<file path="src/mem_pkg.sv">
// ====================
// shared types and address map of the memory controller
// program and data regions share one 4096-word memory
// ====================
package mem_pkg;

    typedef logic [31:0] addr_t;
    typedef logic [31:0] word_t;
    typedef logic [3:0]  sel_t;
    typedef logic [2:0]  funct3_t;
    typedef logic [11:0] mem_idx_t;

    // store size codes, as in the RV32I store funct3
    localparam funct3_t F3_SB = 3'd0;
    localparam funct3_t F3_SH = 3'd1;
    localparam funct3_t F3_SW = 3'd2;

    // address map
    localparam addr_t PROG_BASE  = 32'h0000_0000;
    localparam addr_t PROG_BYTES = 32'h0000_2000;
    localparam addr_t DATA_BASE  = 32'h0000_2000;
    localparam addr_t DATA_BYTES = 32'h0000_2000;
    localparam int    MEM_WORDS  = 4096;

    typedef struct packed {
        logic  cyc;
        logic  stb;
        logic  we;
        addr_t adr;
        word_t dat;
    } wb_m2s_t;

    typedef struct packed {
        logic  ack;
        word_t dat;
    } wb_s2m_t;

    typedef struct packed {
        logic     en;
        logic     we;
        mem_idx_t idx;
        sel_t     sel;
        word_t    wdata;
    } mem_req_t;

    typedef enum logic [1:0] {PS_IDLE, PS_WAIT_GRANT, PS_DELAY, PS_ACK} port_state_e;
    typedef enum logic [1:0] {ARB_IDLE, ARB_DATA, ARB_FETCH} arb_state_e;

endpackage

</file>
<file path="src/mem_arbiter.sv">
// ====================
// one owner of the memory at a time, data before fetch
// a grant lasts until the owner drops its request
// ====================
`timescale 1ns/1ps

module mem_arbiter import mem_pkg::*; (
    input  logic     clk,
    input  logic     rst_n,
    input  logic     data_req,
    input  logic     fetch_req,
    input  mem_req_t data_mreq,
    input  mem_req_t fetch_mreq,
    output logic     data_grant,
    output logic     fetch_grant,
    output mem_req_t mreq
);

    arb_state_e state;
    arb_state_e state_nxt;

    // ====================
    // grant FSM
    // ====================
    always_comb begin
        state_nxt = state;
        case (state)
            ARB_IDLE: begin
                // data wins a tie
                if (data_req) begin
                    state_nxt = ARB_DATA;
                end else if (fetch_req) begin
                    state_nxt = ARB_FETCH;
                end
            end
            ARB_DATA: begin
                if (!data_req) state_nxt = ARB_IDLE;
            end
            ARB_FETCH: begin
                if (!fetch_req) state_nxt = ARB_IDLE;
            end
            default: state_nxt = ARB_IDLE;
        endcase
    end

    always_ff @(posedge clk or negedge rst_n) begin
        if (!rst_n) begin
            state <= ARB_IDLE;
        end else begin
            state <= state_nxt;
        end
    end

    // grants decode straight from the state register
    assign data_grant  = (state == ARB_DATA);
    assign fetch_grant = (state == ARB_FETCH);

    // ====================
    // request mux
    // ====================
    always_comb begin
        if (data_grant) begin
            mreq = data_mreq;
        end else if (fetch_grant) begin
            mreq = fetch_mreq;
        end else begin
            // idle, memory sees no enable
            mreq = '0;
        end
    end

endmodule

</file>
<file path="config.mk">
export PLATFORM = sky130hd
export DESIGN_NAME = mem_arbiter
export DESIGN_NICKNAME = d
export VERILOG_FILES = /design/src/mem_pkg.sv /design/src/mem_arbiter.sv
export SDC_FILE = /design/constraint.sdc
export NUM_CORES = 1
export LEC_CHECK = 0
export ABC_CLOCK_PERIOD_IN_PS = 1150
export BUFFER_PORTS_ARGS = -buffer_cell sky130_fd_sc_hd__clkbuf_2
export CAP_MARGIN = 0
export CORE_MARGIN = 2
export CORE_UTILIZATION = 20
export CTS_CLUSTER_SIZE = 20
export DETAILED_ROUTE_END_ITERATION = 6
export GPL_TIMING_DRIVEN = 0
export PLACE_DENSITY_LB_ADDON = 0.15
export SYNTH_ARGS = -nofsm -noshare
export SYNTH_HDL_FRONTEND = slang
export SYNTH_SLANG_ARGS = --single-unit
</file>
<file path="constraint.sdc">
create_clock -name clk -period 1.15 [get_ports clk]
set_input_delay 0.1725 -clock clk [delete_from_list [all_inputs] [get_ports clk]]
set_output_delay 0.1725 -clock clk [all_outputs]
set_load 0.05 [all_outputs]
</file>
==> impl_results.md <==
* Final setup fails at 52
* Net Count, Synth at 172
* Worst Setup Start Kind: flop
* Clk slew on worst S/H paths at 0.03 ns
* Initial Util at 21.0%
* Die Wd at 60.4 µm
* Max Fanout on Critical Path at 10
* Top flop regs: state: 2 flops
* ANT cells at 0
* Yosys cell types at 7
* Most flop-heavy register: state
* PD cells at 791 nW/µm²
* Std-Cell Rows at 20
* Nets at 336
* Die area at 3650 µm²
* RSZ-0062 raised after global routing: true
* DRT antenna net count at 0
* Worst Path Class, Setup: flop to primary output
* FF-to-FF setup slack at 0.21 ns
* Fin. Hold Viols at 0
* Post-synthesis to final-layout area growth at 298%
* Relative slew slack at 85.6%
* Maxcap violations at 0
* Layout cells sized above 1 at 97.0%
* DP Wirelength at 3.16 mm
* Reg-to-Reg End: state[1]$_DFFE_PN0P_
* Die Ht at 60.4 µm
* R2r worst-path depth at 3
* DR iter-0 viols at 24
* GR Overflow Total at 0
* Yosys warns at 0
* Initial antenna violation count at 0
* Clock skew at 0.00683 ns
* Synthesized instance count at 68
* # H-tree levels at 1
* Place WS at -0.344 ns
* Failing checks: setup timing
* Fillcell total at 166
* Min Tclk post-route at 1.63 ns
* CP endpoint kind: primary output
* Cts bufs inserted at 3
* Vias in the first global route at 1364
* Fmax at 613 MHz
* Final RePlAce weighted congestion at 0.626
* Pin count of the biggest net entering global routing at 11
* Count of input and output buffers at 155
* Hold path depth at 2
* WL final at 4.93 mm
* Post-route worst setup slack at -0.482 ns
* Area occupied by multi-input gates at 896 µm²
* Worst skew pair latency at 0.22 ns
* Leak Pwr at 1.39 nW
* Outcome: finished, violations left
* Worst reg2reg startpoint: state[1]$_DFFE_PN0P_
* Seq cells post-synth at 2
* Global-route wire length before repair at 6.19 mm
* Worst Hold Class: primary input to flop
* CTS tree: built
* Iteration count of the initial detailed-routing pass at 4
* Via-to-Cell Ratio at 4.85
* Maximum clock insertion buffer count at 2
* Register area at 50.0 µm²
* Crit path DAT at 1.46 ns
* Worst hold path endpoint: state[1]$_DFFE_PN0P_
* # IOs at 156
* Required @ worst endpoint at 0.98 ns
* All-layer global routing usage at 22.6%
* Seq/Total Area, Yosys at 7.87%
* Area of the core at 3030 µm²
* Post-route DRC at 0
* Part of the cycle the worst path needs at 142%
* Worst-Margin Slew at 0.215 ns
* Final slew viol count at 0
* Number of flip-flops in the largest register at 2
* Routed via count at 1330
* HP Start: fetch_req
* Avg Inst Size Synth at 9.35 µm²
* Cell Area, Synth at 636 µm²
* Root Driver: clkbuf_4
* WHS at 0.219 ns
* Wire per inst at 18.0 µm
* CTS sink cnt at 2
* Peak supply drop at 0.620 mV
==> how the worst max path moves through the flow <==
stage                         start  endpoint  slack [ns]  depth (start not counted)
3_3_place_gp   state[0]$_DFFE_PN0P_  mreq[36]       -0.31                          5
2_1_floorplan  state[0]$_DFFE_PN0P_  mreq[38]       -0.12                          4
6_report       state[1]$_DFFE_PN0P_   mreq[6]       -0.48                          5
5_1_grt        state[0]$_DFFE_PN0P_   mreq[3]       -0.51                          5
4_1_cts        state[1]$_DFFE_PN0P_  mreq[19]       -0.48                          5
3_5_place_dp   state[0]$_DFFE_PN0P_  mreq[27]       -0.34                          5
==> cell families (layout without fill, tap and decap cells) <==
logic type      Yosys count  in the layout  share of synthesized area (%)
simple gates              4              4                           4.33
flops                     2              2                           7.87
buf+inv                  12            174                           18.9
compound gates           50             50                           68.9
==> synthesized netlist by cell type, drive strengths merged <==
cell type	instances	share of area (%)
a22o	50	69
dfrtp	2	7.9
nor2b	2	2.0
buf	12	19
and2b	1	1.2
nor3b	1	1.2
==> placed cells by master, fill, tap and decap left out <==
master         count
buf_12             2
a22o_4            49
buf_4              2
dfrtp_1            2
clkbuf_16          3
nor2b_1            2
buf_6             11
clkbuf_4           3
and2b_1            1
clkbuf_8           6
dlygate4sd3_1      1
clkbuf_2         103
buf_8             43
nor3b_1            1
a22o_2             1
==> routing by layer <==
layer  global-route usage (%)  share of wire [%]
met4                     6.67                2.1
met2                     48.4                 60
met5                        0                  0
met3                     4.48                7.6
met1                     20.5                 31
==> through the flow <==
stage / cells / utilization, % / total power [mW] / setup TNS [ns] / instance area (µm²)
final: 274 / 83.6 / 2.00 / -23.65 / 2530
after global routing: 274 / 83.6 / 2.07 / -24.97 / 2530
after CTS: 273 / 81.4 / 1.88 / -24.23 / 2470
after detailed placement: 267 / 63.1 / 1.43 / -16.34 / 1910
after global placement: 267 / 63.1 / 1.41 / -15.06 / 1910
after floorplan: 68 / - / 1.07 / -5.81 / 1080
==> final cells by class <==
cell class	instances	area share, %
multi-input combinational	54	35.4
buffer	12	6.03
timing repair buffer	159	53.5
sequential	2	1.98
tap	44	2.17
clock buffer	3	0.890
==> worst max-delay path, stage by stage, from the launching register on <==
cell and delay, ns:
dfrtp_1 0.38, and2b_1 0.17, buf_6 0.14, buf_6 0.15, a22o_4 0.22, clkbuf_8 0.17
==> timing repair <==
item,CTS,global route
hold buffers,1,0
cloned,0,0
gates resized for setup,112,44
endpoints found under the setup margin,52,52
hold endpoints to repair,2,0
setup buffers,2,1
==> power by group <==
part / total (mW) / switching (mW) / internal [mW]
sequential: 0.0791 / 0.00346 / 0.0756
combinational: 1.77 / 0.921 / 0.849
clock: 0.153 / 0.0381 / 0.115
No activity file was read; power rests on OpenSTA's default activity.
