==> src/mem_pkg.sv <==
// ====================
// shared types and address map of the memory controller
// program and data regions share one 4096-word memory
// ====================
package mem_pkg;

    typedef logic [31:0] addr_t;
    typedef logic [31:0] word_t;
    typedef logic [3:0]  sel_t;
    typedef logic [2:0]  funct3_t;
    typedef logic [11:0] mem_idx_t;

    // store size codes, as in the RV32I store funct3
    localparam funct3_t F3_SB = 3'd0;
    localparam funct3_t F3_SH = 3'd1;
    localparam funct3_t F3_SW = 3'd2;

    // address map
    localparam addr_t PROG_BASE  = 32'h0000_0000;
    localparam addr_t PROG_BYTES = 32'h0000_2000;
    localparam addr_t DATA_BASE  = 32'h0000_2000;
    localparam addr_t DATA_BYTES = 32'h0000_2000;
    localparam int    MEM_WORDS  = 4096;

    typedef struct packed {
        logic  cyc;
        logic  stb;
        logic  we;
        addr_t adr;
        word_t dat;
    } wb_m2s_t;

    typedef struct packed {
        logic  ack;
        word_t dat;
    } wb_s2m_t;

    typedef struct packed {
        logic     en;
        logic     we;
        mem_idx_t idx;
        sel_t     sel;
        word_t    wdata;
    } mem_req_t;

    typedef enum logic [1:0] {PS_IDLE, PS_WAIT_GRANT, PS_DELAY, PS_ACK} port_state_e;
    typedef enum logic [1:0] {ARB_IDLE, ARB_DATA, ARB_FETCH} arb_state_e;

endpackage

==> src/data_port.sv <==
// ====================
// load/store slave for the data region, DELAY must be at least 1
// SH and SW write the aligned word, only SB uses adr[1:0]
// ====================
`timescale 1ns/1ps

module data_port import mem_pkg::*; #(
    parameter int DELAY = 2
) (
    input  logic     clk,
    input  logic     rst_n,
    input  wb_m2s_t  bus_i,
    input  funct3_t  funct3,
    output wb_s2m_t  bus_o,
    output logic     req,
    input  logic     grant,
    output mem_req_t mreq,
    input  word_t    rdata
);

    localparam int CNT_W = (DELAY > 1) ? $clog2(DELAY) : 1;

    port_state_e      state;
    logic [CNT_W-1:0] cnt;
    addr_t            off;
    logic             in_range;
    logic             store_ok;
    logic             valid;
    logic             last;
    sel_t             sel;
    word_t            wdata;
    mem_idx_t         idx;
    word_t            dat_q;

    assign off      = bus_i.adr - DATA_BASE;
    assign in_range = off < DATA_BYTES;
    // data words sit after the program words
    assign idx      = mem_idx_t'(off >> 2) + mem_idx_t'(PROG_BYTES >> 2);

    // ====================
    // store lane decode
    // ====================
    always_comb begin
        store_ok = 1'b1;
        sel      = '0;
        wdata    = bus_i.dat;
        case (funct3)
            F3_SB: begin
                sel   = sel_t'(4'b0001 << bus_i.adr[1:0]);
                wdata = {4{bus_i.dat[7:0]}};
            end
            F3_SH: sel = 4'b0011;
            F3_SW: sel = 4'b1111;
            default: store_ok = 1'b0;
        endcase
    end

    // unsupported stores and stray addresses still run the sequence
    assign valid = in_range && (!bus_i.we || store_ok);
    assign last  = (state == PS_DELAY) && (cnt == '0);

    assign req = ((state == PS_IDLE) && bus_i.cyc && bus_i.stb)
              || (state == PS_WAIT_GRANT) || (state == PS_DELAY);

    assign mreq  = '{en: last && valid, we: bus_i.we, idx: idx, sel: sel, wdata: wdata};
    assign bus_o = '{ack: state == PS_ACK, dat: dat_q};

    always_ff @(posedge clk or negedge rst_n) begin
        if (!rst_n) begin
            state <= PS_IDLE;
            cnt   <= '0;
        end else begin
            case (state)
                PS_IDLE:       if (bus_i.cyc && bus_i.stb) state <= PS_WAIT_GRANT;
                PS_WAIT_GRANT: if (grant) begin
                    state <= PS_DELAY;
                    cnt   <= CNT_W'(DELAY - 1);
                end
                PS_DELAY:      if (cnt == '0) state <= PS_ACK;
                               else cnt <= cnt - 1'b1;
                default:       state <= PS_IDLE;
            endcase
        end
    end

    // stores answer with zero
    always_ff @(posedge clk) begin
        if (last) dat_q <= (valid && !bus_i.we) ? rdata : '0;
    end

endmodule

==> config.mk <==
export PLATFORM = sky130hd
export DESIGN_NAME = data_port
export DESIGN_NICKNAME = d
export VERILOG_FILES = /design/src/mem_pkg.sv /design/src/data_port.sv
export SDC_FILE = /design/constraint.sdc
export NUM_CORES = 1
export LEC_CHECK = 0
export BUFFER_PORTS_ARGS = -buffer_cell sky130_fd_sc_hd__buf_4
export CAP_MARGIN = 20
export CORE_MARGIN = 2
export CORE_UTILIZATION = 45
export CTS_CLUSTER_SIZE = 20
export DETAILED_ROUTE_END_ITERATION = 12
export GPL_ROUTABILITY_DRIVEN = 0
export PLACE_DENSITY = 0.88
export SYNTH_ARGS = -nofsm -noshare
export SYNTH_HDL_FRONTEND = slang
export SYNTH_SLANG_ARGS = --single-unit
==> constraint.sdc <==
create_clock -name clk -period 7.4 [get_ports clk]
set_input_delay 1.11 -clock clk [delete_from_list [all_inputs] [get_ports clk]]
set_output_delay 1.11 -clock clk [all_outputs]
set_load 0.03 [all_outputs]
==> results.md <==
Setup path:
- The signal on the critical path passes through buf_4 > inv_1 > ha_1 > inv_1 > o21ai_0 > a311oi_1 > o22ai_4 > buf_4 > nor4b_1 > buf_4.
- Together, buffers and inverters on the worst path number 5.
- The kind of cell adding the most delay to the critical path is buffers and inverters.
- The largest stage delay on the critical path is about 520 ps.
- The required arrival time at the worst endpoint is between 6000 and 7000 ps.
- The start point of the critical path is bus_i[45].
- The most prevalent standard cell on the critical path is sky130_fd_sc_hd__buf_4.
- The launch instance of the worst register-to-register path is state[0].
- The number of cells on the worst reg-to-reg path is 4.
- The worst setup path is captured at an output pin.
- Of all nets on the critical path, the largest fanout is 33.
- The arrival time of data at the critical path endpoint is 3530 ps.
- The cell type of the slowest stage on the worst timing path is sky130_fd_sc_hd__a311oi_1.
- The critical path is of the in2out type.
- The end of the worst register-to-register path is dat_q[23].
- The worst setup path is launched from an input pin.
- For flop-to-flop paths, the worst setup slack is 5740 ps.

Final layout:
- The share of cells above drive strength 1 is 53.1%.
- Once layout is complete, the utilization of the core stands at between 60% and 70%.
- The number of antenna diodes in the final layout is 0.
- The total area of sequential cells is between 0.001 and 0.0015 mm^2.
- The net count of the finished layout is slightly above 500.
- Compared with the post-synthesis result, the final layout area differs by 48.7%.
- In the final layout, the multi-input gates occupy approximately 0.0013 mm^2.
- The filler cell count in the final layout is between 400 and 500.

Floorplanning:
- The number of cell rows is 27.
- The die covers 0.00642 mm^2.
- The width of the chip is ~80 um.
- From bottom edge to top edge, the die measures between 80 and 90 um.
- In this run the count of I/O pins placed on the die edge is 189.
- For this configuration, the core starts out at a cell density of between 40% and 50%.
- The core region is 0.00554 mm^2.

Pwr:
- For this design the static power due to leakage is between 1.5 and 2 nW.
- Combinational logic is responsible for a little under half of the overall power.
- The clock network power share is 20.2%.
- The internal power of the cells totals between 0.6 and 0.7 mW.
- The register share of total power is ~33%.
- The share of total power consumed by net switching is about two fifths.
- In this run the power density over the cells is around 260 mW/mm^2.
- The worst-case IR drop observed on VDD is ~250 uV.
- For this design the total switching power over the nets is 0.387 mW.

Placement:
- The half-perimeter wire length of the detailed placement result is between 6000 and 7000 um.
- Buffers placed on the I/O ports in this run total 166.

Clock network:
- Clock latency on the worst-skew pair, taken at its later pin, is approximately 280 ps.
- After clock tree synthesis, the clock-pin slew on the worst setup and hold paths is 70 ps.
- The number of H-tree branching levels is 2.
- The number of hold buffers added after CTS was 0.
- The count of instances resized after the clock tree is built is 0.
- The clock net in this run drives a total of 35 sinks.
- The root buffer cell is sky130_fd_sc_hd__clkbuf_8.
- Counting along the longest clock path gives a buffer depth of 2.
- The number of setup buffers added after CTS is 0.
- TritonCTS built the clock tree.
- TritonCTS created 5 clock buffers.

Yosys:
- Counting flops and latches in the post-synthesis netlist gives 35.
- Among all flip-flop cells after synthesis, the most frequent one is sky130_fd_sc_hd__edfxtp_1.
- Yosys mapped a number of flops with a built-in enable equal to 32.
- The register area share after synthesis is between 30% and 40%.
- The average instance area after synthesis is slightly below 10 um^2.
- For this run, the number of Yosys warnings is 0.
- The net count of the mapped netlist is 373.
- The proportion of register bits with asynchronous set or reset after synthesis is ~8.6%.
- Counting every instance in the synthesized netlist gives between 200 and 300.
- The number of different library cells in the post-synthesis netlist is 42.
- The mapped netlist covers 0.00261 mm^2.

Timing:
- Setup repair after global routing left no endpoint under its margin.
- The number of slew-limit violations in the final report is 0.
- The worst clock skew is 7.96 ps.
- The hold violation total from the final report is 0.
- The clock period could shrink to ~4600 ps.
- The final count of negative-setup-slack endpoints is 0.
- Based on the critical path, the design can be clocked at up to approximately 220 MHz.
- The actual slew at the worst max-slew pin is roughly 910 ps.
- The worst pin sits at a relative slew slack of slightly below 40%.
- Of the available clock period, the critical path in the final layout requires between 60% and 70%.
- The aggregate negative setup slack is 0 ps.

Flow run:
- The number of max-capacitance violations reported is 0.

GRT:
- The number of antenna violations at the first check in global routing came to 0.
- Entering global routing, the biggest net connects 35 pins.
- The number of global-route vias before repair was 2,432.
- The first-pass GRT wire length is 12,100 um.
- The overall overflow remaining after global route is 0.
- Global routing used ~25% of the available tracks.

Route:
- In this run the remaining antenna-violating nets after routing total 0.
- The routed wirelength normalized by instance count is between 15 and 20 um.
- The total wirelength of the detailed-routed design is roughly 8200 um.
- For this block, the initial DRC count from the detailed router was 186.
- The total number of vias is 2,494.
- Using the TritonRoute via totals, the vias-per-cell ratio works out to about 5.2.
- For this run, the detailed router's first-pass iteration total came to 4.
- The residual DRC count is 0.

Min path:
- In this run the most critical hold path is launched from cnt.
- Counting instances, the worst hold path has a depth of 2.
- The worst hold path terminates at cnt.
- The worst hold path class is reg2reg.

Run status:
- The flow ran to the end, and the final reports show no timing, DRC or antenna violations.
## worst max-delay path by stage
stage | to | slack, ps | depth (start not counted)
floorplan | mreq[49] | 2920 | 8
global placement | mreq[49] | 3050 | 10
detailed placement | mreq[49] | 2860 | 10
CTS | mreq[49] | 2830 | 10
global route | mreq[49] | 2560 | 10
finish | mreq[49] | 2760 | 10
## state kept, by name (all words and copies together) (netlist names)
name,cells
dat_q,32
state,2
cnt,1
## through the flow
step                std cells  power, mW  cell area [um^2]  setup WS [ps]  hold slack, ps
global route              477       1.04              3880           2560             592
floorplan                 263      0.613              2610           2920             494
detailed placement        469      0.791              3740           2860             561
global placement          469      0.781              3740           3050             535
CTS                       477       1.00              3880           2830             585
finish                    477      0.995              3880           2760             588
## cells by family after synthesis
kind of cell,count (synthesis),synth area share [%]
and+or+nand+nor,154,39.6
buffers and inverters,43,10.8
DFF,35,39.8
AOI/OAI and AO/OA,24,6.53
adders and majority gates,5,2.40
xor gates and xnor gates,1,0.624
muxes,1,0.384
## worst reg2reg max path: cells and delay by family (launching register included)
family | cells | cell delay, ps
fa+ha+maj | 1 | 240
buf+inv | 2 | 480
flops | 1 | 420
simple gates | 1 | 160
## layout make-up
type | instances | share of cell area [%]
Tap cell | 72 | 2.32
Timing Repair Buffer | 170 | 32.9
Clock buffer | 5 | 1.78
Inverter | 7 | 0.678
Clock inverter | 3 | 1.74
Multi-Input combinational cell | 185 | 33.8
Sequential cell | 35 | 26.7
## power groups by stage
stage	combinational, mW	sequential (mW)	clock, mW
after detailed placement	0.460	0.332	0
after global placement	0.451	0.330	0
final	0.466	0.328	0.201
after CTS	0.469	0.329	0.204
after floorplan	0.155	0.458	0
after global routing	0.493	0.335	0.211
## routing by layer
metal,vias up,wire length [um],global-route usage [%]
li1,1196,-,-
met5,-,0,0
met1,1138,2920,27.6
met3,12,805,6.85
met4,0,138,6.95
met2,148,4340,46.7
## synth_stat cells (2+ instances only)
cell type,n,share of area (%)
sky130_fd_sc_hd__buf_2,2,0.38
sky130_fd_sc_hd__a21oi_1,8,1.5
sky130_fd_sc_hd__nand2_1,60,8.6
sky130_fd_sc_hd__nor2_1,7,1.0
sky130_fd_sc_hd__nand2b_1,33,7.9
sky130_fd_sc_hd__edfxtp_1,32,37
sky130_fd_sc_hd__buf_6,3,1.3
sky130_fd_sc_hd__a221oi_1,2,0.67
sky130_fd_sc_hd__ha_1,5,2.4
sky130_fd_sc_hd__nor3_1,5,0.96
sky130_fd_sc_hd__buf_4,25,7.2
sky130_fd_sc_hd__nor4_1,4,0.96
sky130_fd_sc_hd__o21ai_0,4,0.77
sky130_fd_sc_hd__nand3b_1,2,0.58
sky130_fd_sc_hd__clkbuf_1,6,0.86
sky130_fd_sc_hd__nor2b_1,2,0.48
sky130_fd_sc_hd__dfrtp_1,3,2.9
sky130_fd_sc_hd__nor4_2,28,13
sky130_fd_sc_hd__nor4_4,3,2.4
sky130_fd_sc_hd__inv_1,7,1.0
## layout by cell type, fill, tap and decap left out, drive strengths merged, types with 2 or more instances in the layout
cell type and instances:
o21ai 4, bufinv 2, a21boi 2, nor2b 2, ha 5, edfxtp 32
nand2 60, or3 2, nand3b 2, nand2b 33, nor4 35, inv 7
a21oi 8, buf 170, a221oi 2, clkbuf 5, nor2 7, o22ai 2
nor3 5, dfrtp 3
No activity file was read; power rests on OpenSTA's default activity.
