$ cat src/mem_pkg.sv
// ====================
// shared types and address map of the memory controller
// program and data regions share one 4096-word memory
// ====================
package mem_pkg;

    typedef logic [31:0] addr_t;
    typedef logic [31:0] word_t;
    typedef logic [3:0]  sel_t;
    typedef logic [2:0]  funct3_t;
    typedef logic [11:0] mem_idx_t;

    // store size codes, as in the RV32I store funct3
    localparam funct3_t F3_SB = 3'd0;
    localparam funct3_t F3_SH = 3'd1;
    localparam funct3_t F3_SW = 3'd2;

    // address map
    localparam addr_t PROG_BASE  = 32'h0000_0000;
    localparam addr_t PROG_BYTES = 32'h0000_2000;
    localparam addr_t DATA_BASE  = 32'h0000_2000;
    localparam addr_t DATA_BYTES = 32'h0000_2000;
    localparam int    MEM_WORDS  = 4096;

    typedef struct packed {
        logic  cyc;
        logic  stb;
        logic  we;
        addr_t adr;
        word_t dat;
    } wb_m2s_t;

    typedef struct packed {
        logic  ack;
        word_t dat;
    } wb_s2m_t;

    typedef struct packed {
        logic     en;
        logic     we;
        mem_idx_t idx;
        sel_t     sel;
        word_t    wdata;
    } mem_req_t;

    typedef enum logic [1:0] {PS_IDLE, PS_WAIT_GRANT, PS_DELAY, PS_ACK} port_state_e;
    typedef enum logic [1:0] {ARB_IDLE, ARB_DATA, ARB_FETCH} arb_state_e;

endpackage

$ cat src/fetch_port.sv
// ====================
// instruction fetch slave, read only, DELAY must be at least 1
// master holds adr until ack, so adr is used without a copy
// ====================
`timescale 1ns/1ps

module fetch_port import mem_pkg::*; #(
    parameter int DELAY = 3
) (
    input  logic     clk,
    input  logic     rst_n,
    input  wb_m2s_t  bus_i,
    output wb_s2m_t  bus_o,
    output logic     req,
    input  logic     grant,
    output mem_req_t mreq,
    input  word_t    rdata
);

    localparam int CNT_W = (DELAY > 1) ? $clog2(DELAY) : 1;

    port_state_e      state;
    logic [CNT_W-1:0] cnt;
    addr_t            off;
    logic             in_range;
    logic             last;
    word_t            dat_q;

    // region check on the offset also covers the lower bound
    assign off      = bus_i.adr - PROG_BASE;
    assign in_range = off < PROG_BYTES;
    assign last     = (state == PS_DELAY) && (cnt == '0);

    // request goes up in the same cycle that stb is accepted
    assign req = ((state == PS_IDLE) && bus_i.cyc && bus_i.stb)
              || (state == PS_WAIT_GRANT) || (state == PS_DELAY);

    assign mreq = '{en: last && in_range, we: 1'b0, idx: mem_idx_t'(off >> 2),
                    sel: '0, wdata: '0};

    assign bus_o = '{ack: state == PS_ACK, dat: dat_q};

    always_ff @(posedge clk or negedge rst_n) begin
        if (!rst_n) begin
            state <= PS_IDLE;
            cnt   <= '0;
        end else begin
            case (state)
                PS_IDLE:       if (bus_i.cyc && bus_i.stb) state <= PS_WAIT_GRANT;
                PS_WAIT_GRANT: if (grant) begin
                    state <= PS_DELAY;
                    cnt   <= CNT_W'(DELAY - 1);
                end
                PS_DELAY:      if (cnt == '0) state <= PS_ACK;
                               else cnt <= cnt - 1'b1;
                default:       state <= PS_IDLE;
            endcase
        end
    end

    // word captured on the last delay cycle, zero when out of region
    always_ff @(posedge clk) begin
        if (last) dat_q <= in_range ? rdata : '0;
    end

endmodule

$ cat config.mk
export PLATFORM = sky130hd
export DESIGN_NAME = fetch_port
export DESIGN_NICKNAME = d
export VERILOG_FILES = /design/src/mem_pkg.sv /design/src/fetch_port.sv
export SDC_FILE = /design/constraint.sdc
export NUM_CORES = 1
export LEC_CHECK = 0
export BUFFER_PORTS_ARGS = -buffer_cell sky130_fd_sc_hd__buf_2
export CORE_UTILIZATION = 43
export DETAILED_ROUTE_END_ITERATION = 10
export GPL_ROUTABILITY_DRIVEN = 0
export PLACE_DENSITY = 0.92
export SKIP_LAST_GASP = 1
export SLEW_MARGIN = 10
export SYNTH_ARGS = -nofsm -noshare
export SYNTH_HDL_FRONTEND = slang
export SYNTH_SLANG_ARGS = --single-unit
export TNS_END_PERCENT = 20
$ cat constraint.sdc
create_clock -name clk -period 5.79 [get_ports clk]
set_input_delay 0.2895 -clock clk [delete_from_list [all_inputs] [get_ports clk]]
set_output_delay 0.2895 -clock clk [all_outputs]
set_load 0.01 [all_outputs]
==> results.yml, run 1 <==
status:
  status: "finished, final reports clean"
layout:
  drive_above_1_share_pct: 50.2
  n_antenna_cell: 0
  synthToLayoutAreaGrowth_pct: 14.7
  nNetsFinal: 381
  final_area_um2: 2710
clock_tree:
  cts_resized: 0
  htreeDepth: 2
  clkSinkCount: 36
  clk_pin_slew_ns: 0.07
  cts.path.max_buffers: 2
  cts_root_buffer: "clkbuf_8"
  clock_latency_ns: 0.29
  cts-buffers-inserted: 5
  cts_setup_buffers: 0
  cts_tree: "built"
  hold_buffers: 1
synthesis:
  synthTopCellsByCount: "buf_4 (49), nand2b_1 (33), nor4_2 (33), edfxtp_1 (32)"
  async_reset_ff_share_pct: 11.1
  ys_ff_latch: 36
  ys_warn_count: 0
  synth_edf_count: 32
  yosysTopAreaCell: "edfxtp_1"
  ys.flop_type: "edfxtp_1"
  synth.distinct_cells: 28
  netlist.area_leader.share_pct: 40.7
  synthCells: 200
  synth_most_common_cell: "buf_4"
  synth_area_um2: 2360
  yosysSeqAreaShare_pct: 44.9
  synth.area.top_cells: "edfxtp_1 (41%), nor4_2 (17%), buf_4 (16%), nand2b_1 (8.7%), dfrtp_1 (4.2%)"
  avgSynthCellArea_um2: 11.8
die:
  core_area_um2: 5200
  initial_core_util_pct: 45.4
  io_pins: 186
  die_h_um: 76.1
  die_x_um: 76.1
  placementRows: 26
  die-area_um2: 5790
critical_path:
  slowest_stage: "dfrtp_1"
  critPathBufInv: 3
  end_kind: "output pin"
  cp.depth: 7
  required_ns: 5.50
  crit_path_cell_trace: "inv_1 -> ha_1 -> and2_1 -> buf_4 -> nand2_1 -> nor4_2 -> buf_2"
  cp.arrival_ns: 2.03
  critical_path.max_stage_delay_ns: 0.42
  worstRegToRegCells: 4
  path_delay_family: "buffers and inverters"
  start_kind: "register"
  worstPathMaxFanout: 33
  crit_type: "register to output pin"
global_routing:
  grt_pass1_wl_um: 7100
  grt_usage_pct: 15.7
  grt_pass1_vias: 1491
  overflow: 0
  grt_antenna_before_repair: 0
  grt_max_degree: 34
route:
  via_per_inst: 4.68
  drtPass1Iterations: 4
  drc_errors: 0
  wirelength_um: 4530
  vias: 1616
  post_drt_wl_per_cell_um: 13.1
  initialDrtViolationCount: 90
  route.antenna.remaining_nets: 0
min_path:
  hp-class: "input pin to asynchronous set/reset pin"
place:
  hpwl_um: 3200
  io_buffer_count: 91
  post_dp_cell_area_um2: 2610
power_and_ir_drop:
  power.density_nw_per_um2: 301
  leakage_uw: 0.000988
  finalPower_uw: 816
  peakVddDrop_mv: 0.170
sta:
  fin_crit_sh_pct: 40.0
  slew_viol_final: 0
  final-setup-viol-count: 0
  tns_ns: 0
  hold_violations: 0
  fin_crit_ns: 2.31
  worstMarginPinSlew_ns: 0.941
  timing.fmax_mhz: 432
  fin_skew_ns: 0.00634
  max_slew_margin_pct: 37.3
  rsz0062_at_grt: "no"
flow_run:
  drv_cap: 0
-- state kept, by name (all words and copies together), names as in the netlist --
name   cells
dat_q     32
state      2
cnt        2
-- logic make-up (layout without fill, tap and decap cells) --
kind of cell,Yosys count,after routing,share of synthesized area (%)
and+or+nand+nor,83,83,30.2
buffers and inverters,68,107,19.6
AOI/OAI and AO/OA,6,6,2.01
DFF,36,36,44.9
muxes,1,1,0.477
other,1,37,0.159
adders and majority gates,5,5,2.65
-- stage by stage --
step	worst slack [ns]	hold WS, ns	std cells	utilization [%]
6_report	3.48	0.348	345	52.0
3_3_place_gp	3.82	0.0998	336	50.1
2_1_floorplan	3.55	-0.00609	236	-
4_1_cts	3.46	0.337	345	52.0
3_5_place_dp	3.79	0.101	336	50.1
5_1_grt	3.31	0.339	345	52.0
-- where the power goes --
group	total (uW)	switching (uW)	internal, uW
clock	174	90.2	83.7
sequential	375	22.9	352
combinational	267	156	111
total	816	269	547
-- area by class of cell --
type	instances	area (um^2)
fill	497	2500
clock buffer	5	68.8
clock inverter	3	18.8
sequential	36	1060
multi-input combinational	132	972
tap	70	87.6
timing repair buffer	94	480
inverter	5	18.8
-- metal layers --
metal / up-vias / wire length, um / GRT usage [%]
li1: 768 / - / -
met1: 739 / 1670 / 17.0
met2: 91 / 2400 / 27.8
met3: 18 / 318 / 4.43
met4: 0 / 139 / 8.08
met5: - / 0 / 0
-- path summary, 6_finish.rpt --
check                                           from                      end  slack (ns)
worst max-delay path            state[0]$_DFFE_PN0P_                 mreq[49]        3.48
worst min-delay path                           rst_n     state[1]$_DFFE_PN0P_        0.35
worst max register to register  state[0]$_DFFE_PN0P_  dat_q[24]$_SDFFCE_PP0P_        4.12
worst min register to register  state[1]$_DFFE_PN0P_     state[1]$_DFFE_PN0P_        0.57
max in group asynchronous                      rst_n       cnt[0]$_DFFE_PN0P_        5.32
min in group clk                           rdata[26]  dat_q[26]$_SDFFCE_PP0P_        0.35
-- layout by cell type, fill, tap and decap left out --
cell type and instances:
buf_2 91, conb_1 37, nor4_2 33, nand2b_1 33, edfxtp_1 32, inv_1 5, ha_1 5, clkbuf_8 5
nand2_1 4, dfrtp_1 4, nor2_1 3, nor4_1 3, or2_2 2, clkinv_2 2, buf_4 2, and2_1 1
nor3_1 1, nand4_2 1, nand3_1 1, nor2b_1 1, a221oi_1 1, mux2_2 1, o22ai_1 1, a2bb2oi_1 1
o21ai_0 1, o2bb2ai_1 1, o32a_1 1, clkinv_4 1, dlygate4sd3_1 1
No activity file was read; power rests on OpenSTA's default activity.
==> run 2, diff against run 1 <==
--- a/config.mk
+++ b/config.mk
@@ -6,10 +6,10 @@
 export NUM_CORES = 1
 export LEC_CHECK = 0
 export BUFFER_PORTS_ARGS = -buffer_cell sky130_fd_sc_hd__buf_2
-export CORE_UTILIZATION = 43
+export CORE_UTILIZATION = 40
 export DETAILED_ROUTE_END_ITERATION = 10
 export GPL_ROUTABILITY_DRIVEN = 0
-export PLACE_DENSITY = 0.92
+export PLACE_DENSITY = 0.86
 export SKIP_LAST_GASP = 1
 export SLEW_MARGIN = 10
 export SYNTH_ARGS = -nofsm -noshare
==> constraint.sdc (replaced) <==
create_clock -name clk -period 2.3 [get_ports clk]
set_input_delay 0.115 -clock clk [delete_from_list [all_inputs] [get_ports clk]]
set_output_delay 0.115 -clock clk [all_outputs]
set_load 0.01 [all_outputs]
==> run 2 against run 1 <==
  * Count of clock-buffer cells in the layout unchanged
  * Via count increased by 0.50%
  * Total power grew to 2.5 times the previous value
  * Sequential share of layout area shrank 0.14 points
  * First-iteration DRC count grew 12%
  * Sequential power increased to 2.5 times the previous value
  * Global-route usage shrank 0.77 points
  * Sequential cell count is the same
  * Register-to-register slack got worse by 3.5 ns
  * Clock power rose to 2.5 times the previous value
  * Combinational power rose to 2.6 times the previous value
  * Highest routed layer unchanged
==> results.yml, run 2 (same netlist as run 1, synthesis figures left out) <==
status:
  status: "finished, final reports clean"
critical_path:
  worstPathMaxFanout: 9
  crit_path_cell_trace: "inv_1 -> ha_1 -> and2_1 -> buf_4 -> nand2_1 -> nor4_2 -> buf_2"
  cp.arrival_ns: 1.84
  crit_type: "register to output pin"
  end_kind: "output pin"
  required_ns: 2.18
  start_kind: "register"
  critical_path.max_stage_delay_ns: 0.42
  slowest_stage: "dfrtp_1"
global_routing:
  top_usage_layer: "met2"
  overflow: 0
  grt_usage_pct: 14.9
  grt_max_degree: 34
  grtUsageMet1_pct: 16.2
  use_met2_pct: 27.4
  use_met3_pct: 2.87
  grt_antenna_before_repair: 0
  grt_pass1_wl_um: 7220
  grt_pass1_vias: 1537
sta:
  slew_viol_final: 0
  fin_ws_ns: 0.350
  fin_crit_sh_pct: 84.8
  final-setup-viol-count: 0
  timing.fmax_mhz: 513
  max_slew_margin_pct: 39.0
  hold_violations: 0
  fin_skew_ns: 0.00868
  rsz0062_at_grt: "no"
  worstMarginPinSlew_ns: 0.916
  tns_ns: 0
  fin_crit_ns: 1.95
layout:
  nNetsFinal: 382
  largest_register_ff_count: 32
  final_cells: 348
  synthToLayoutAreaGrowth_pct: 15.1
  max_flop_register: "dat_q"
  mostFrequentLayoutCells: "buf_2 (91), conb_1 (37), nor4_2 (33), nand2b_1 (33), edfxtp_1 (32)"
  drive_above_1_share_pct: 50.4
  layout_commonest_cell: "buf_2"
  reg_top3: "dat_q x32, cnt x2, state x2"
  n_antenna_cell: 0
power_and_ir_drop:
  leakage_uw: 0.000994
  peakVddDrop_mv: 0.367
  power.density_nw_per_um2: 762
route:
  vias: 1624
  via_per_inst: 4.67
  post_drt_wl_per_cell_um: 13.1
  drtPass1Iterations: 4
  wirelength_um: 4570
  initialDrtViolationCount: 101
  drc_errors: 0
  route.antenna.remaining_nets: 0
die:
  initial_core_util_pct: 42.1
  io_pins: 186
  core_area_um2: 5610
  die_x_um: 78.8
  die_h_um: 78.8
  die-area_um2: 6210
  placementRows: 27
place:
  hpwl_um: 3280
  io_buffer_count: 91
  pre_cts_slack_ns: 0.643
  dpl.cell_count: 339
min_path:
  hp-class: "input pin to asynchronous set/reset pin"
clock_tree:
  cts_resized: 0
  htreeDepth: 2
  cts-buffers-inserted: 5
  clkSinkCount: 36
  cts.path.max_buffers: 2
  clk_pin_slew_ns: 0.07
  cts_root_buffer: "clkbuf_8"
  cts_tree: "built"
  clock_latency_ns: 0.29
flow_run:
  drv_cap: 0
-- run 2: layout make-up --
type                    instances  area, um^2
repair buffers                 95         488
well taps                      72        90.1
fillers                       536        2890
flip-flops and latches         36        1060
inverters                       5        18.8
clock buffers                   5        68.8
clock inverters                 3        18.8
multi-input cells             132         972
-- run 2: path summary, 6_finish.rpt --
path	slack (ns)	to	start	depth (start not counted)
max	0.35	mreq[49]	state[0]$_DFFE_PN0P_	7
min	0.16	state[0]$_DFFE_PN0P_	rst_n	2
max reg2reg	0.61	state[1]$_DFFE_PN0P_	state[1]$_DFFE_PN0P_	5
min reg2reg	0.58	state[0]$_DFFE_PN0P_	state[0]$_DFFE_PN0P_	1
max in group asynchronous	2.02	cnt[0]$_DFFE_PN0P_	rst_n	2
min in group clk	0.18	dat_q[24]$_SDFFCE_PP0P_	rdata[24]	3
-- run 2: critical path, delay by kind of cell (launching register included) --
kind,cells,cell delay [ns]
adder cells (fa/ha/maj),1,0.28
buffers and inverters,3,0.47
flip-flops,1,0.42
AND/OR/NAND/NOR,3,0.39
-- run 2: layer usage --
metal	share of wire, %	routed length (um)
met3	7.0	319
met4	2.5	116
met5	0	0
met1	38	1730
met2	53	2400
-- run 2: report_power, final --
| part | internal [uW] | leakage (uW) | total, uW | switching, uW |
|---|---|---|---|---|
| combinational | 285 | 0.000657 | 681 | 397 |
| clock | 211 | 0.0000479 | 443 | 232 |
| sequential | 885 | 0.000288 | 948 | 62.6 |
-- run 2: per-stage QoR --
step / hold slack [ns] / cell area, um^2 / utilization [%] / power, uW
after floorplan: -0.181 / 2500 / - / 1440
after global placement: -0.0749 / 2620 / 46.7 / 1600
after detailed placement: -0.0725 / 2620 / 46.7 / 1640
after CTS: 0.157 / 2720 / 48.5 / 2090
after global routing: 0.170 / 2720 / 48.5 / 2200
final: 0.159 / 2720 / 48.5 / 2070
-- run 2: repair_timing --
action / 4_1_cts / 5_1_grt
hold endpoints to repair: 4 / 0
buffers inserted: 0 / 0
hold buffers: 1 / 0
==> run 3, diff against run 2 <==
--- a/config.mk
+++ b/config.mk
@@ -5,8 +5,9 @@
 export SDC_FILE = /design/constraint.sdc
 export NUM_CORES = 1
 export LEC_CHECK = 0
+export ABC_AREA = 1
 export BUFFER_PORTS_ARGS = -buffer_cell sky130_fd_sc_hd__buf_2
-export CORE_UTILIZATION = 40
+export CORE_UTILIZATION = 38
 export DETAILED_ROUTE_END_ITERATION = 10
 export GPL_ROUTABILITY_DRIVEN = 0
 export PLACE_DENSITY = 0.86
==> constraint.sdc (replaced) <==
create_clock -name clk -period 1.92 [get_ports clk]
set_input_delay 0.096 -clock clk [delete_from_list [all_inputs] [get_ports clk]]
set_output_delay 0.096 -clock clk [all_outputs]
set_load 0.01 [all_outputs]
==> run 3 against run 2 <==
  * Register-to-register slack worse by 0.24 ns
  * Combinational power is 9.8% lower
  * Non-clock buffer count fell by 1
  * Critical endpoint is now req
  * Clock skew is 0.0045 ns lower
  * Highest routed layer unchanged
  * Setup slack got worse by 0.023 ns
==> results.yml, run 3 <==
status:
  status: "finished, final reports clean"
critical_path:
  slowest_stage: "dfrtp_1"
  crit_path_cell_trace: "inv_1 -> ha_1 -> inv_1 -> nand2_1 -> a31o_2 -> buf_2"
  end_kind: "output pin"
  cp.arrival_ns: 1.50
  start_kind: "register"
  cpMostUsedCell: "inv_1"
  worstPathMaxFanout: 5
  worstRegToRegCells: 5
  reg2reg_slack_ns: 0.37
  required_ns: 1.82
  critical_path.max_stage_delay_ns: 0.40
  crit_type: "register to output pin"
layout:
  seqCellArea_um2: 1060
  fillers: 487
  utilization_pct: 48.3
  reg_top3: "dat_q x32, cnt x2, state x2"
  final_cells: 362
  synthToLayoutAreaGrowth_pct: 20.2
  drive_above_1_share_pct: 45.5
  nNetsFinal: 398
  mostFrequentLayoutCells: "buf_2 (91), inv_1 (43), conb_1 (37)"
  largest_register_ff_count: 32
  n_antenna_cell: 0
  multi_input_area_um2: 589
  max_flop_register: "dat_q"
  layout_commonest_cell: "buf_2"
synthesis:
  ys.flop_type: "edfxtp_1"
  avgSynthCellArea_um2: 10.1
  netlist.area_leader.share_pct: 46.2
  synth.distinct_cells: 18
  ys_ff_latch: 36
  synthTopCellsByCount: "buf_4 (49), inv_1 (43), edfxtp_1 (32), nor2_2 (29), nor2_1 (15)"
  ys_warn_count: 0
  synth_edf_count: 32
  yosysTopAreaCell: "edfxtp_1"
  async_reset_ff_share_pct: 11.1
  synth_area_um2: 2080
  synthCells: 206
  synth_most_common_cell: "buf_4"
  yosysSeqAreaShare_pct: 51.1
  synth.area.top_cells: "edfxtp_1 (46%), buf_4 (18%), nor2_2 (8.7%), inv_1 (7.8%), dfrtp_1 (4.8%)"
die:
  die-area_um2: 5770
  die_x_um: 76.0
  die_h_um: 76.0
  placementRows: 26
  core_area_um2: 5170
  io_pins: 186
  initial_core_util_pct: 40.2
sta:
  fin_crit_sh_pct: 83.0
  slew_viol_final: 0
  rsz0062_at_grt: "no"
  hold_violations: 0
  timing.fmax_mhz: 627
  fin_crit_ns: 1.59
  fin_skew_ns: 0.00417
  final-setup-viol-count: 0
  tns_ns: 0
clock_tree:
  clk_pin_slew_ns: 0.07
  cts_root_buffer: "clkbuf_8"
  cts_setup_buffers: 0
  cts-buffers-inserted: 5
  cts_resized: 0
  clock_latency_ns: 0.29
  cts.path.max_buffers: 2
  clkSinkCount: 36
  htreeDepth: 2
  cts_tree: "built"
power_and_ir_drop:
  leakage_uw: 0.00121
  power.density_nw_per_um2: 905
  power.switching_fraction_pct: 29.4
  p_int_uw: 1600
  switchingPower_uw: 664
  seqPwrFrac_pct: 45.2
  power_frac_comb_pct: 27.1
  clkPwrFrac_pct: 27.7
  peakVddDrop_mv: 0.349
global_routing:
  grt_pass1_vias: 1318
  grt_usage_pct: 12.8
  overflow: 0
  grtUsageMet1_pct: 11.8
  grt_antenna_before_repair: 0
  use_met3_pct: 3.73
  top_usage_layer: "met2"
  use_met2_pct: 24.2
  grt_max_degree: 32
  grt_pass1_wl_um: 5720
place:
  hpwl_um: 2800
  io_buffer_count: 91
  dpl.cell_count: 353
route:
  via_per_inst: 4.02
  drtPass1Iterations: 4
  vias: 1456
  wirelength_um: 3560
  post_drt_wl_per_cell_um: 9.85
  initialDrtViolationCount: 45
  drc_errors: 0
  route.antenna.remaining_nets: 0
flow_run:
  drv_cap: 0
min_path:
  hp-class: "input pin to register"
  min_path_cells: 3
## run 3: cell count changes in the layout (fill, tap and decap cells not counted), moves of 3 or more
| cell | previous run | this run |
|---|---|---|
| inv_1 | 5 | 43 |
| nor4_2 | 33 | 0 |
| nor2_4 | 0 | 3 |
| nand2b_1 | 33 | 0 |
| nor2_1 | 3 | 15 |
| nor2_2 | 0 | 29 |
| nand2_1 | 4 | 11 |
| nor4_1 | 3 | 0 |
## run 3: cell families after synthesis
kind of cell,count (synthesis),share of synthesized area (%)
compound gates,7,1.99
fa+ha+maj,5,3.01
buf+inv,95,27.1
flops,36,51.1
other cells,1,0.180
simple gates,62,16.7
## run 3: final timing paths
kind,from,end
max,state[0]$_DFFE_PN0P_,req
max reg2reg,state[0]$_DFFE_PN0P_,dat_q[26]$_SDFFCE_PP0P_
min in group asynchronous,rst_n,state[0]$_DFFE_PN0P_
min,rdata[25],dat_q[25]$_SDFFCE_PP0P_
min reg2reg,cnt[1]$_DFFE_PN0P_,cnt[1]$_DFFE_PN0P_
max in group asynchronous,rst_n,cnt[1]$_DFFE_PN0P_
## run 3: cell type report
cell class	count	area share, %
Clock buffer	5	2.75
Clock inverter	3	1.50
Inverter	43	6.46
Multi-Input combinational cell	111	23.6
Sequential cell	36	42.5
Tap cell	70	3.51
Timing Repair Buffer	94	19.7
## run 3: routing by layer
metal  wire, um  part of all wire [%]  vias to the layer above
met5          0                     0                        -
li1           -                     -                      701
met1       1220                    34                      655
met4        113                   3.2                        0
met3        331                   9.3                       15
met2       1900                    53                       85
## run 3: repair_timing
item	in CTS	in global routing
hold buffers	1	0
endpoints found under the setup margin	0	0
hold endpoints to repair	4	0
## run 3: worst max-delay path, delay by kind of cell, from the launching register on
kind	cells	cell delay [ns]
AND/OR/NAND/NOR	1	0.06
flip-flops	1	0.40
buffers and inverters	3	0.30
AO/OA/AOI/OAI	1	0.21
adder cells (fa/ha/maj)	1	0.25
## run 3: power groups by stage
stage	sequential [uW]	clock [uW]	combinational, uW
floorplan	1080	0	417
global placement	1030	0	574
detailed placement	1040	0	606
CTS	1020	639	613
global route	1030	659	686
finish	1020	626	614
## run 3: metrics by stage
| step | cell area [um^2] | hold slack (ns) | setup slack [ns] | total power (uW) |
|---|---|---|---|---|
| 2_1_floorplan | 2210 | -0.200 | 0.113 | 1500 |
| 3_3_place_gp | 2380 | -0.0918 | 0.428 | 1600 |
| 3_5_place_dp | 2380 | -0.0863 | 0.401 | 1640 |
| 4_1_cts | 2500 | 0.102 | 0.330 | 2270 |
| 5_1_grt | 2500 | 0.115 | 0.238 | 2380 |
| 6_report | 2500 | 0.108 | 0.326 | 2260 |
